`config.mk`:
```
export PLATFORM = sky130hd
export DESIGN_NAME = pmp_region_match
export DESIGN_NICKNAME = d
export VERILOG_FILES = /design/src/source/pmp_pkg.sv /design/src/source/pmp_region_match.sv
export SDC_FILE = /design/constraint.sdc
export NUM_CORES = 1
export LEC_CHECK = 0
export ABC_AREA = 1
export BUFFER_PORTS_ARGS = -buffer_cell sky130_fd_sc_hd__buf_4
export CELL_PAD_IN_SITES_DETAIL_PLACEMENT = 1
export CELL_PAD_IN_SITES_GLOBAL_PLACEMENT = 2
export CORE_AREA = 2 2 374 376
export DETAILED_ROUTE_END_ITERATION = 10
export DIE_AREA = 0 0 376 378
export PLACE_DENSITY = 0.9
export SYNTH_ARGS = -nofsm -noshare
export SYNTH_HDL_FRONTEND = slang
export SYNTH_SLANG_ARGS = --single-unit
```
`constraint.sdc`:
```
create_clock -name vclk -period 8.63
set_input_delay 0.863 -clock vclk [all_inputs]
set_output_delay 0.863 -clock vclk [all_outputs]
set_load 0.1 [all_outputs]
```
`src/source/pmp_pkg.sv`:
```
// PMP checker shared definitions

`default_nettype none

package pmp_pkg;

  // ----------------------------------------
  // Widths
  // ----------------------------------------

  // Physical request address
  localparam int ADDR_W = 34;

  // Address register and write data, request bits 33:2
  localparam int CSR_W = 32;

  // One region configuration byte
  localparam int CFG_W = 8;

  // ----------------------------------------
  // Configuration byte layout
  // ----------------------------------------

  localparam int CFG_R_BIT    = 0;
  localparam int CFG_W_BIT    = 1;
  localparam int CFG_X_BIT    = 2;
  // Two-bit address mode field, bits 4:3
  localparam int CFG_MODE_LSB = 3;
  localparam int CFG_LOCK_BIT = 7;

  // ----------------------------------------
  // Encodings
  // ----------------------------------------

  typedef enum logic [1:0] {
    PMP_MODE_OFF   = 2'd0,
    PMP_MODE_TOR   = 2'd1,
    PMP_MODE_NA4   = 2'd2,
    PMP_MODE_NAPOT = 2'd3
  } pmp_mode_e;

  typedef enum logic [1:0] {
    PMP_ACC_READ  = 2'd0,
    PMP_ACC_WRITE = 2'd1,
    PMP_ACC_EXEC  = 2'd2
  } pmp_acc_e;

  typedef enum logic [1:0] {
    PRIV_LVL_U = 2'd0,
    PRIV_LVL_M = 2'd3
  } priv_lvl_e;

  // Write target of the register port
  typedef enum logic [1:0] {
    PMP_CSR_CFG     = 2'd0,
    PMP_CSR_ADDR    = 2'd1,
    PMP_CSR_MSECCFG = 2'd2
  } pmp_csr_sel_e;

endpackage

`default_nettype wire

```
`src/source/pmp_region_match.sv`:
```
// PMP region address matcher

`timescale 1ns/10ps
`default_nettype none

module pmp_region_match #(
  parameter int NUM_REGIONS = 16,
  parameter int GRANULARITY = 2
) (
  input  wire [NUM_REGIONS*pmp_pkg::CFG_W-1:0] cfg_flat_i,
  input  wire [NUM_REGIONS*pmp_pkg::CSR_W-1:0] addr_flat_i,
  input  wire [pmp_pkg::ADDR_W-1:0]            req_addr_i,
  output logic [NUM_REGIONS-1:0]               match_o
);

  import pmp_pkg::*;

  // Width of a word address once granularity bits are dropped
  localparam int CUT_W = CSR_W - GRANULARITY;

  // Low G mask bits, always cleared for NAPOT
  localparam logic [CSR_W-1:0] G_CLR  = (CSR_W'(1) << GRANULARITY) - CSR_W'(1);
  // Low G-1 address bits, forced to one for NAPOT
  localparam logic [CSR_W-1:0] G_FILL = G_CLR >> 1;

  logic [CSR_W-1:0] req_word;
  logic [CUT_W-1:0] req_cut;

  // Request as a word address, bits 33:2
  assign req_word = req_addr_i[ADDR_W-1:2];
  assign req_cut  = req_word[CSR_W-1:GRANULARITY];

  // ----------------------------------------
  // Per-region match, all in parallel
  // ----------------------------------------

  for (genvar r = 0; r < NUM_REGIONS; r++) begin : g_region
    logic [CFG_W-1:0] cfg;
    logic [CSR_W-1:0] addr;
    logic [CSR_W-1:0] lo_addr;
    logic [CSR_W-1:0] napot_addr;
    logic [CSR_W-1:0] napot_mask;
    pmp_mode_e        mode;
    logic             na4_hit;
    logic             tor_hit;
    logic             napot_hit;
    logic             hit;

    assign cfg  = cfg_flat_i[r*CFG_W +: CFG_W];
    assign addr = addr_flat_i[r*CSR_W +: CSR_W];
    assign mode = pmp_mode_e'(cfg[CFG_MODE_LSB +: $bits(pmp_mode_e)]);

    // TOR lower bound is the region below, zero for region 0
    if (r == 0) begin : g_base
      assign lo_addr = '0;
    end else begin : g_prev
      assign lo_addr = addr_flat_i[(r-1)*CSR_W +: CSR_W];
    end

    // NA4 compares the full word
    assign na4_hit = (addr == req_word);

    // Upper bound exclusive
    assign tor_hit = (lo_addr[CSR_W-1:GRANULARITY] <= req_cut) &&
                     (req_cut < addr[CSR_W-1:GRANULARITY]);

    assign napot_addr = addr | G_FILL;

    // Adding one flips the trailing ones and the lowest zero;
    // xor marks exactly those bits, which the mask must clear
    assign napot_mask = ~(napot_addr ^ (napot_addr + CSR_W'(1))) & ~G_CLR;

    assign napot_hit = ((napot_addr & napot_mask) == (req_word & napot_mask));

    always_comb begin
      case (mode)
        PMP_MODE_TOR:   hit = tor_hit;
        PMP_MODE_NA4:   hit = na4_hit;
        PMP_MODE_NAPOT: hit = napot_hit;
        default:        hit = 1'b0;
      endcase
    end

    assign match_o[r] = hit;
  end

endmodule

`default_nettype wire
```
# Yosys cells after proc, flatten, opt, wreduce, memory -nomap -nowiden
# Cells that the tools add are included.
[word_totals]
elab_cells = 224
in_bits = 674
ff_bits = 0
memories = 0
ram_bits = 0
rom_bits = 0
out_inout_bits = 16
latch_bits = 0
[op_classes]
n_lt_le_gt_ge = 32
n_shift = 0
n_eq_ne = 80
n_addsub = 16
div = 0
bitwise_logic = 64
muxes = 16
multipliers = 0
n_reduce_logical = 16
[op_table]
columns = ["op", "count"]
rows = [
  ["$and 32x32->32", 32],
  ["$eq 32x32->1", 32],
  ["$add 32x1->32 const B", 16],
  ["$not 32->32", 16],
  ["$xor 32x32->32", 16],
  ["$lt 30x30->1", 16],
  ["$le 30x30->1", 15],
  ["$eq 2x2->1 const B", 32],
  ["$pmux 1 s3", 16],
  ["$eq 2x1->1 const B", 16],
  ["$le 1x30->1 const A", 1],
  ["$logic_and 1x1->1", 16],
]

# Depth between registers and ports, before layout
# Gate-level depths: netlist (run 1).
[logic_depth]
depth_word = 6
ltp_mapped = 24

# Least setup slack after synthesis (run 1)
# No wires, ideal clock.
[synth_path]
path_kind = "input-to-output"
start = "input addr_flat_i[417] in the netlist's numbering"
end = "output match_o[13]"
t_arrival_ns = 3.381
stages = 18
n_path_buf = 1
setup_slack_ns = 4.386
t_required_ns = 7.767
cell_sequence = "ha_1 -> inv_1 -> nor3_2 -> nand4_1 -> nor2_2 -> nand4_1 -> nor2_2 -> nand4_1 -> ha_1 -> or2_2 -> nand4_1 -> nand2_1 -> nor2_1 -> nand3_1 -> nor2_1 -> nand3_1 -> nand3_1 -> buf_4"
[synth_via]
elab_chain_cells = 6
elab_cells_between_ends = 8
classes_between = "add/sub: 1; eq/ne: 2; mux: 1; bitwise: 4"
[synth_rtl]
columns = ["item", "line_no", "source"]
rows = [
  ["start, declared", "pmp_region_match.sv:11", "input wire [NUM_REGIONS*pmp_pkg::CSR_W-1:0] addr_flat_i,"],
  ["$add 32x1->32", "pmp_region_match.sv:71", "assign napot_mask = ~(napot_addr ^ (napot_addr + CSR_W'(1))) & ~G_CLR;"],
  ["$xor 32x32->32", "pmp_region_match.sv:71", ""],
  ["$not 32->32", "pmp_region_match.sv:71", ""],
  ["$and 32x32->32", "pmp_region_match.sv:73", "assign napot_hit = ((napot_addr & napot_mask) == (req_word & napot_mask));"],
  ["$eq 32x32->1", "pmp_region_match.sv:73", ""],
  ["$pmux 1 s3 (*)", "pmp_region_match.sv:76", "case (mode)"],
  ["end, declared", "pmp_region_match.sv:13", "output logic [NUM_REGIONS-1:0] match_o"],
]
# Every way passes the cells marked *; elsewhere a longest branch is shown, timed or not.

# Worst setup path in the final report (run 1)
[layout_path]
start = "input addr_flat_i[34] in the netlist's numbering"
end = "output match_o[1]"
# Same word-level chain as after synthesis.

==> results.sh, run 1 <==
export IMPL_cp_data_arrival_time_ns=5.39
export IMPL_coreArea_sq_mm=0.139
export IMPL_p_per_area_mw_per_mm2=47.0
export IMPL_vias=54900
export IMPL_crit_type="input pin to primary output"
export IMPL_drive_gt1_share_pct=10.6
export IMPL_area_delta_synth_final_pct=14.6
export IMPL_drc=0
export IMPL_layout_min_cycle_time_ns=6.25
export IMPL_via_per_inst=5.19
export IMPL_fmax_mhz=160
export IMPL_min_path_cells=5
export IMPL_slew_viol_final=0
export IMPL_syn_area_per_cell_sq_um=5.34
export IMPL_whs_ns=2.23
export IMPL_synth_warnings=0
export IMPL_die_y_um=378
export IMPL_ir_drop_mv=0.0552
export IMPL_hold_class="input pin to primary output"
export IMPL_grt_antenna_before_repair=101
export IMPL_setup_slack_ns=2.38
export IMPL_syn_nets=9869
export IMPL_ys_seq_area_share_pct=0
export IMPL_nFlopsAndLatches=0
export IMPL_rows=137
export IMPL_leakagePower_uw=0.0304
export IMPL_max_cap_viol_count=0
export IMPL_placed_area_sq_mm=0.0501
export IMPL_place_gp_congestion=0.920
export IMPL_cts_setup_buffers=0
export IMPL_dr_pass1_iters=5
export IMPL_syn_inst=8222
export IMPL_stdcell_count=10600
export IMPL_multiInputGateArea_sq_mm=0.0367
export IMPL_endpoint_kind="primary output"
export IMPL_cts_resized_gates=0
export IMPL_crit_fanout=6
export IMPL_grt_max_degree=48
export IMPL_rsz0062_at_grt="no"
export IMPL_finalSetupTns_ns=0
export IMPL_hold_viol_final=0
export IMPL_die_x_um=376
export IMPL_stdcell_area_sq_mm=0.0503
export IMPL_synthDistinctLibCells=39
export IMPL_dieArea_sq_mm=0.142
export IMPL_critPathLaunchType="input pin"
export IMPL_numPortBuffers=592
export IMPL_drtAntennaViolNets=0
export IMPL_place_hpwl_um=185000
export IMPL_max_slew_margin_pct=31.0
export IMPL_placedCellCount=10500
export IMPL_run_status="complete, no violations"
export IMPL_syn_cell_area_sq_mm=0.0439
export IMPL_nClkBuffers=0
export IMPL_holdBufCountCts=0
export IMPL_final_common_cell="nand2_1"
export IMPL_nFillCells=19400
export IMPL_io_pins=690
export IMPL_grt_pass1_wl_um=316000
export IMPL_final_cell_mix="2929 x nand2_1, 1753 x inv_1, 973 x ha_1"
export IMPL_start_util_pct=31.7
export IMPL_nets=10300
export IMPL_grt_overflow=0
export IMPL_first_global_vias=53800
export IMPL_place_ws_ns=2.52
export IMPL_cp_data_required_time_ns=7.77
export IMPL_grt_use_total_pct=28.9
export IMPL_post_route_period_util_pct=72.5
export IMPL_tightest_slew_ns=1.03
export IMPL_drt_iter0_markers=3082
export IMPL_setup_viol=0
export IMPL_final_seq_area_sq_um=0
export IMPL_wl_per_cell_um=20.1
export IMPL_routed_wl_um=213000
==> layout make-up <==
class	count	area share, %
multi-input cells	6334	73.0
inverters	1756	13.1
repair buffers	609	9.09
well taps	1807	4.50
diodes	65	0.323
==> cell families after synthesis <==
logic type / share of synthesized area (%)
AND/OR/NAND/NOR: 52.4
buffers and inverters: 16.4
adder cells (fa/ha/maj): 27.7
AO/OA/AOI/OAI: 2.83
XOR/XNOR: 0.678
==> routing by layer <==
metal  part of all wire [%]  vias up  GRT usage [%]
met5                   0.20        -              0
met4                    3.1       70           9.23
met3                    5.4      271           3.54
met2                     44     1085           46.3
met1                     48    26100           40.0
li1                       -    27300              -
==> synthesized netlist by cell type, drive strengths merged <==
library cell | n | area, sq um
nand2 | 2934 | 11000
inv | 1756 | 6590
ha | 973 | 12200
nand3 | 772 | 3960
nand4 | 600 | 3850
nor2 | 482 | 2020
or2 | 193 | 1210
a21oi | 176 | 881
nor3 | 80 | 626
clkbuf | 78 | 293
buf | 54 | 305
xor2 | 25 | 219
a21o | 22 | 165
o21ai | 15 | 75.1
nor4 | 13 | 115
nand3b | 12 | 90.1
o21a | 9 | 67.6
xnor2 | 9 | 78.8
o21bai | 7 | 52.6
nor4b | 6 | 52.6
nor3b | 5 | 37.5
and3b | 1 | 8.76
==> critical path: stages <==
cell and delay [ns]:
buf_4 0.12, ha_1 0.14, inv_1 0.06, nor3_2 0.29
nand3_1 0.16, nor2_1 0.23, nand4_2 0.26, nor3_2 0.69
nand4_1 0.21, ha_1 0.35, or2_2 0.31, nand4_1 0.07
nand2_1 0.07, nor2_1 0.13, nand3_1 0.17, nor2_1 0.51
nand3_1 0.15, nand3_1 0.24, buf_4 0.34
==> path summary, 6_finish.rpt <==
check	slack, ns	endpoint	startpoint
setup / recovery	2.38	match_o[1]	addr_flat_i[34]
hold / removal	2.23	match_o[12]	cfg_flat_i[100]
==> metrics by stage <==
stage,utilization (%),total power (uW)
after floorplan,-,1390
after global placement,36.2,2190
after detailed placement,36.2,2340
after CTS,36.2,2350
after global routing,36.3,2680
final,36.3,2360
==> where the power goes <==
part           switching [uW]  leakage, uW  internal [uW]
combinational            1520       0.0304            841
sequential                  0            0              0
clock                       0  0.000000418       0.000987
total                    1520       0.0304            841
No activity file was read; power rests on OpenSTA's default activity.
==> inputs of run 2 (changes only) <==
--- a/config.mk
+++ b/config.mk
@@ -9,10 +9,10 @@
 export BUFFER_PORTS_ARGS = -buffer_cell sky130_fd_sc_hd__buf_4
 export CELL_PAD_IN_SITES_DETAIL_PLACEMENT = 1
 export CELL_PAD_IN_SITES_GLOBAL_PLACEMENT = 2
-export CORE_AREA = 2 2 374 376
+export CORE_AREA = 2 2 407 409
 export DETAILED_ROUTE_END_ITERATION = 10
-export DIE_AREA = 0 0 376 378
-export PLACE_DENSITY = 0.9
+export DIE_AREA = 0 0 409 411
+export PLACE_DENSITY = 0.81
 export SYNTH_ARGS = -nofsm -noshare
 export SYNTH_HDL_FRONTEND = slang
 export SYNTH_SLANG_ARGS = --single-unit
==> constraint.sdc (replaced) <==
create_clock -name vclk -period 5.55
set_input_delay 0.555 -clock vclk [all_inputs]
set_output_delay 0.555 -clock vclk [all_outputs]
set_load 0.1 [all_outputs]
==> results.sh, run 2 (synthesis gave the netlist of run 1 again) <==
export IMPL_grt_overflow=0
export IMPL_drc=0
export IMPL_drtAntennaViolNets=0
export IMPL_die_x_um=409
export IMPL_drive_gt1_share_pct=11.4
export IMPL_critPathLaunchType="input pin"
export IMPL_stdcell_count=11000
export IMPL_finalSetupTns_ns=0
export IMPL_slew_viol_final=0
export IMPL_first_global_vias=54300
export IMPL_final_seq_area_sq_um=0
export IMPL_wl_per_cell_um=20.4
export IMPL_io_pins=690
export IMPL_nFillCells=22200
export IMPL_cp_cell_sequence="buf_4 > ha_1 > nand2_1 > inv_1 > nand2_1 > inv_1 > nand3b_1 > nor3_2 > nand4_1 > nor2_2 > nand4_1 > ha_1 > or2_2 > nand4_1 > nand2_1 > nor2_1 > nand3_1 > nor2_1 > nand3_1 > nand3_1 > buf_4"
export IMPL_ir_drop_mv=0.0366
export IMPL_nFlopsAndLatches=0
export IMPL_crit_type="input pin to primary output"
export IMPL_die_y_um=411
export IMPL_cts_resized_gates=0
export IMPL_cpPeakStageDelay_ns=0.42
export IMPL_place_hpwl_um=198000
export IMPL_grt_antenna_before_repair=117
export IMPL_grt_max_degree=48
export IMPL_vias=55000
export IMPL_max_cap_viol_count=0
export IMPL_endpoint_kind="primary output"
export IMPL_post_route_period_util_pct=91.9
export IMPL_start_util_pct=26.8
export IMPL_via_per_inst=4.99
export IMPL_run_status="complete, no violations"
export IMPL_cp_data_arrival_time_ns=4.55
export IMPL_cts_setup_buffers=0
export IMPL_cp_data_required_time_ns=4.99
export IMPL_max_slew_margin_pct=32.4
export IMPL_tightest_slew_ns=1.01
export IMPL_fmax_mhz=196
export IMPL_p_per_area_mw_per_mm2=72.6
export IMPL_nClkBuffers=0
export IMPL_nets=10400
export IMPL_grt_use_total_pct=25.7
export IMPL_final_common_cell="nand2_1"
export IMPL_crit_fanout=5
export IMPL_grt_pass1_wl_um=329000
export IMPL_placedCellCount=11000
export IMPL_slowest_stage="nor3_2"
export IMPL_layout_min_cycle_time_ns=5.10
export IMPL_hold_class="input pin to primary output"
export IMPL_drt_iter0_markers=2976
export IMPL_final_cell_mix="2929 x nand2_1, 1753 x inv_1, 973 x ha_1"
export IMPL_leakagePower_uw=0.0308
export IMPL_rsz0062_at_grt="no"
export IMPL_rows=149
export IMPL_area_delta_synth_final_pct=16.9
export IMPL_setup_viol=0
export IMPL_dieArea_sq_mm=0.168
export IMPL_routed_wl_um=224000
export IMPL_holdBufCountCts=0
export IMPL_place_gp_congestion=0.906
export IMPL_dr_pass1_iters=6
export IMPL_coreArea_sq_mm=0.164
export IMPL_numPortBuffers=592
export IMPL_hold_viol_final=0
-- run 2: cell count changes in the layout (fill, tap and decap cells not counted) --
cell / before / now
diode_2: 65 / 66
buf_4: 609 / 681
-- run 2: where the power goes --
part | switching (uW) | total, uW | leakage, uW | internal [uW]
Sequential | 0 | 0 | 0 | 0
Clock | 0 | 0.00156 | 0.000000412 | 0.00156
Combinational | 2390 | 3730 | 0.0308 | 1330
Total | 2390 | 3730 | 0.0308 | 1330
-- run 2: metrics by stage --
stage	total power, uW	utilization (%)	hold slack, ns	setup slack [ns]	cell area [sq um]
6_report	3730	31.3	1.63	0.447	51300
5_1_grt	4230	31.3	1.66	0.0869	51300
4_1_cts	3720	31.2	1.63	0.508	51200
3_5_place_dp	3700	31.2	1.63	0.527	51200
3_3_place_gp	3470	31.2	1.62	0.590	51200
2_1_floorplan	2160	-	1.46	1.92	43900
-- run 2: final timing paths --
check,startpoint,endpoint,slack (ns),cells after the start
worst min-delay path,cfg_flat_i[76],match_o[9],1.63,5
worst max-delay path,addr_flat_i[322],match_o[10],0.45,21
-- run 2: worst max-delay path, delay by kind of cell --
family,cells,cell delay (ns)
fa+ha+maj,2,0.48
simple gates,15,2.88
buf+inv,4,0.63
-- run 2: area by class of cell --
class | instances | area, sq um | share of cell area (%)
multi-input combinational | 6334 | 36700 | 71.5
timing repair buffer | 681 | 5110 | 9.96
inverter | 1756 | 6590 | 12.8
tap | 2189 | 2740 | 5.34
antenna | 66 | 165 | 0.322
-- run 2: routing by layer --
metal	track usage, %	wire (um)	part of all wire (%)
met5	0	556	0.25
met4	8.56	6930	3.1
met3	4.42	12500	5.6
met2	40.6	97400	43
met1	35.1	107000	48
==> inputs of run 3 (changes only) <==
--- a/config.mk
+++ b/config.mk
@@ -9,10 +9,10 @@
 export BUFFER_PORTS_ARGS = -buffer_cell sky130_fd_sc_hd__buf_4
 export CELL_PAD_IN_SITES_DETAIL_PLACEMENT = 1
 export CELL_PAD_IN_SITES_GLOBAL_PLACEMENT = 2
-export CORE_AREA = 2 2 407 409
+export CORE_AREA = 2 2 386 388
 export DETAILED_ROUTE_END_ITERATION = 10
-export DIE_AREA = 0 0 409 411
-export PLACE_DENSITY = 0.81
+export DIE_AREA = 0 0 388 390
+export PLACE_DENSITY = 0.85
 export SYNTH_ARGS = -nofsm -noshare
 export SYNTH_HDL_FRONTEND = slang
 export SYNTH_SLANG_ARGS = --single-unit
==> constraint.sdc (replaced) <==
create_clock -name vclk -period 5.42
set_input_delay 0.542 -clock vclk [all_inputs]
set_output_delay 0.542 -clock vclk [all_outputs]
set_load 0.1 [all_outputs]
==> results.sh, run 3 (synthesis gave the netlist of run 1 again) <==
export IMPL_grt_antenna_before_repair=109
export IMPL_fmax_mhz=198
export IMPL_die_y_um=390
export IMPL_rsz0062_at_grt="no"
export IMPL_io_pins=690
export IMPL_grt_overflow=0
export IMPL_nClkBuffers=0
export IMPL_finalSetupTns_ns=0
export IMPL_cpPeakStageDelay_ns=0.41
export IMPL_tightest_slew_ns=1.17
export IMPL_cp_cell_sequence="buf_4 > inv_1 > nor3_2 > nand4_1 > nor2_2 > nand4_2 > nor2_2 > nand4_1 > ha_1 > or2_2 > nand4_1 > nand2_1 > nor2_1 > nand3_1 > nor2_1 > buf_4 > nand3_1 > nand3_1 > buf_4"
export IMPL_final_common_cell="nand2_1"
export IMPL_nFlopsAndLatches=0
export IMPL_cts_resized_gates=0
export IMPL_post_route_period_util_pct=93.4
export IMPL_stdcell_area_sq_mm=0.0511
export IMPL_crit_fanout=5
export IMPL_p_per_area_mw_per_mm2=74.7
export IMPL_wl_per_cell_um=20.3
export IMPL_nets=10400
export IMPL_place_gp_congestion=0.953
export IMPL_slowest_stage="nor2_2"
export IMPL_layout_min_cycle_time_ns=5.06
export IMPL_crit_type="input pin to primary output"
export IMPL_start_util_pct=29.8
export IMPL_hold_class="input pin to primary output"
export IMPL_placed_area_sq_mm=0.0508
export IMPL_grt_use_total_pct=27.9
export IMPL_drive_gt1_share_pct=11.4
export IMPL_routed_wl_um=219000
export IMPL_run_status="complete, no violations"
export IMPL_first_global_vias=54200
export IMPL_coreArea_sq_mm=0.147
export IMPL_rows=141
export IMPL_timing_hold_worst_start="cfg_flat_i[124]"
export IMPL_drtAntennaViolNets=0
export IMPL_setup_viol=0
export IMPL_cts_setup_buffers=0
export IMPL_max_slew_margin_pct=21.9
export IMPL_critPathLaunchType="input pin"
export IMPL_vias=55100
export IMPL_numPortBuffers=592
export IMPL_endpoint_kind="primary output"
export IMPL_area_delta_synth_final_pct=16.3
export IMPL_max_cap_viol_count=0
export IMPL_final_cell_mix="2929 x nand2_1, 1753 x inv_1, 973 x ha_1"
export IMPL_holdBufCountCts=0
export IMPL_dieArea_sq_mm=0.151
export IMPL_final_seq_area_sq_um=0
export IMPL_via_per_inst=5.11
export IMPL_drc=0
export IMPL_grt_pass1_wl_um=323000
export IMPL_min_path_cells=5
export IMPL_dr_pass1_iters=5
export IMPL_grt_max_degree=39
export IMPL_critical_path_buf_inv_count=4
export IMPL_cp_data_required_time_ns=4.88
export IMPL_hold_viol_final=0
export IMPL_die_x_um=388
export IMPL_min_to="match_o[15]"
export IMPL_place_hpwl_um=191000
export IMPL_slew_viol_final=0
export IMPL_drt_iter0_markers=2999
export IMPL_ir_drop_mv=0.0281
export IMPL_leakagePower_uw=0.0308
export IMPL_cp_data_arrival_time_ns=4.52
export IMPL_critPathTopFamily="simple AND/OR/NAND/NOR gates"
run 3: layout make-up:
type                       instances  area, sq um
multi-input combinational       6334        36700
antenna                           83          208
tap                             1930         2410
fill                           20500        96100
timing repair buffer             683         5130
inverter                        1756         6590
run 3: worst max path at each step:
stage | start | depth (start not counted) | to
floorplan | addr_flat_i[417] | 18 | match_o[13]
global placement | addr_flat_i[193] | 23 | match_o[6]
detailed placement | addr_flat_i[193] | 23 | match_o[6]
CTS | addr_flat_i[193] | 23 | match_o[6]
global route | addr_flat_i[193] | 24 | match_o[6]
finish | addr_flat_i[230] | 19 | match_o[7]
run 3: stage by stage:
| step | cells | hold slack [ns] | worst slack (ns) | util (%) | power (uW) |
|---|---|---|---|---|---|
| 2_1_floorplan | 8222 | 1.43 | 1.82 | - | 2210 |
| 3_3_place_gp | 10700 | 1.61 | 0.473 | 34.6 | 3550 |
| 3_5_place_dp | 10700 | 1.61 | 0.471 | 34.6 | 3770 |
| 4_1_cts | 10700 | 1.61 | 0.458 | 34.6 | 3790 |
| 5_1_grt | 10800 | 1.63 | 0.0964 | 34.7 | 4310 |
| 6_report | 10800 | 1.60 | 0.359 | 34.7 | 3810 |
run 3: power breakdown:
part | switching [uW] | leakage, uW | internal (uW)
Sequential | 0 | 0 | 0
Combinational | 2450 | 0.0308 | 1360
Clock | 0 | 0.000000526 | 0.00206
Total | 2450 | 0.0308 | 1360
run 3: layer usage:
layer / track usage (%) / routed length (um)
met1: 39.0 / 105000
met2: 43.5 / 93700
met3: 3.51 / 12700
met4: 10.1 / 7190
met5: 0 / 366
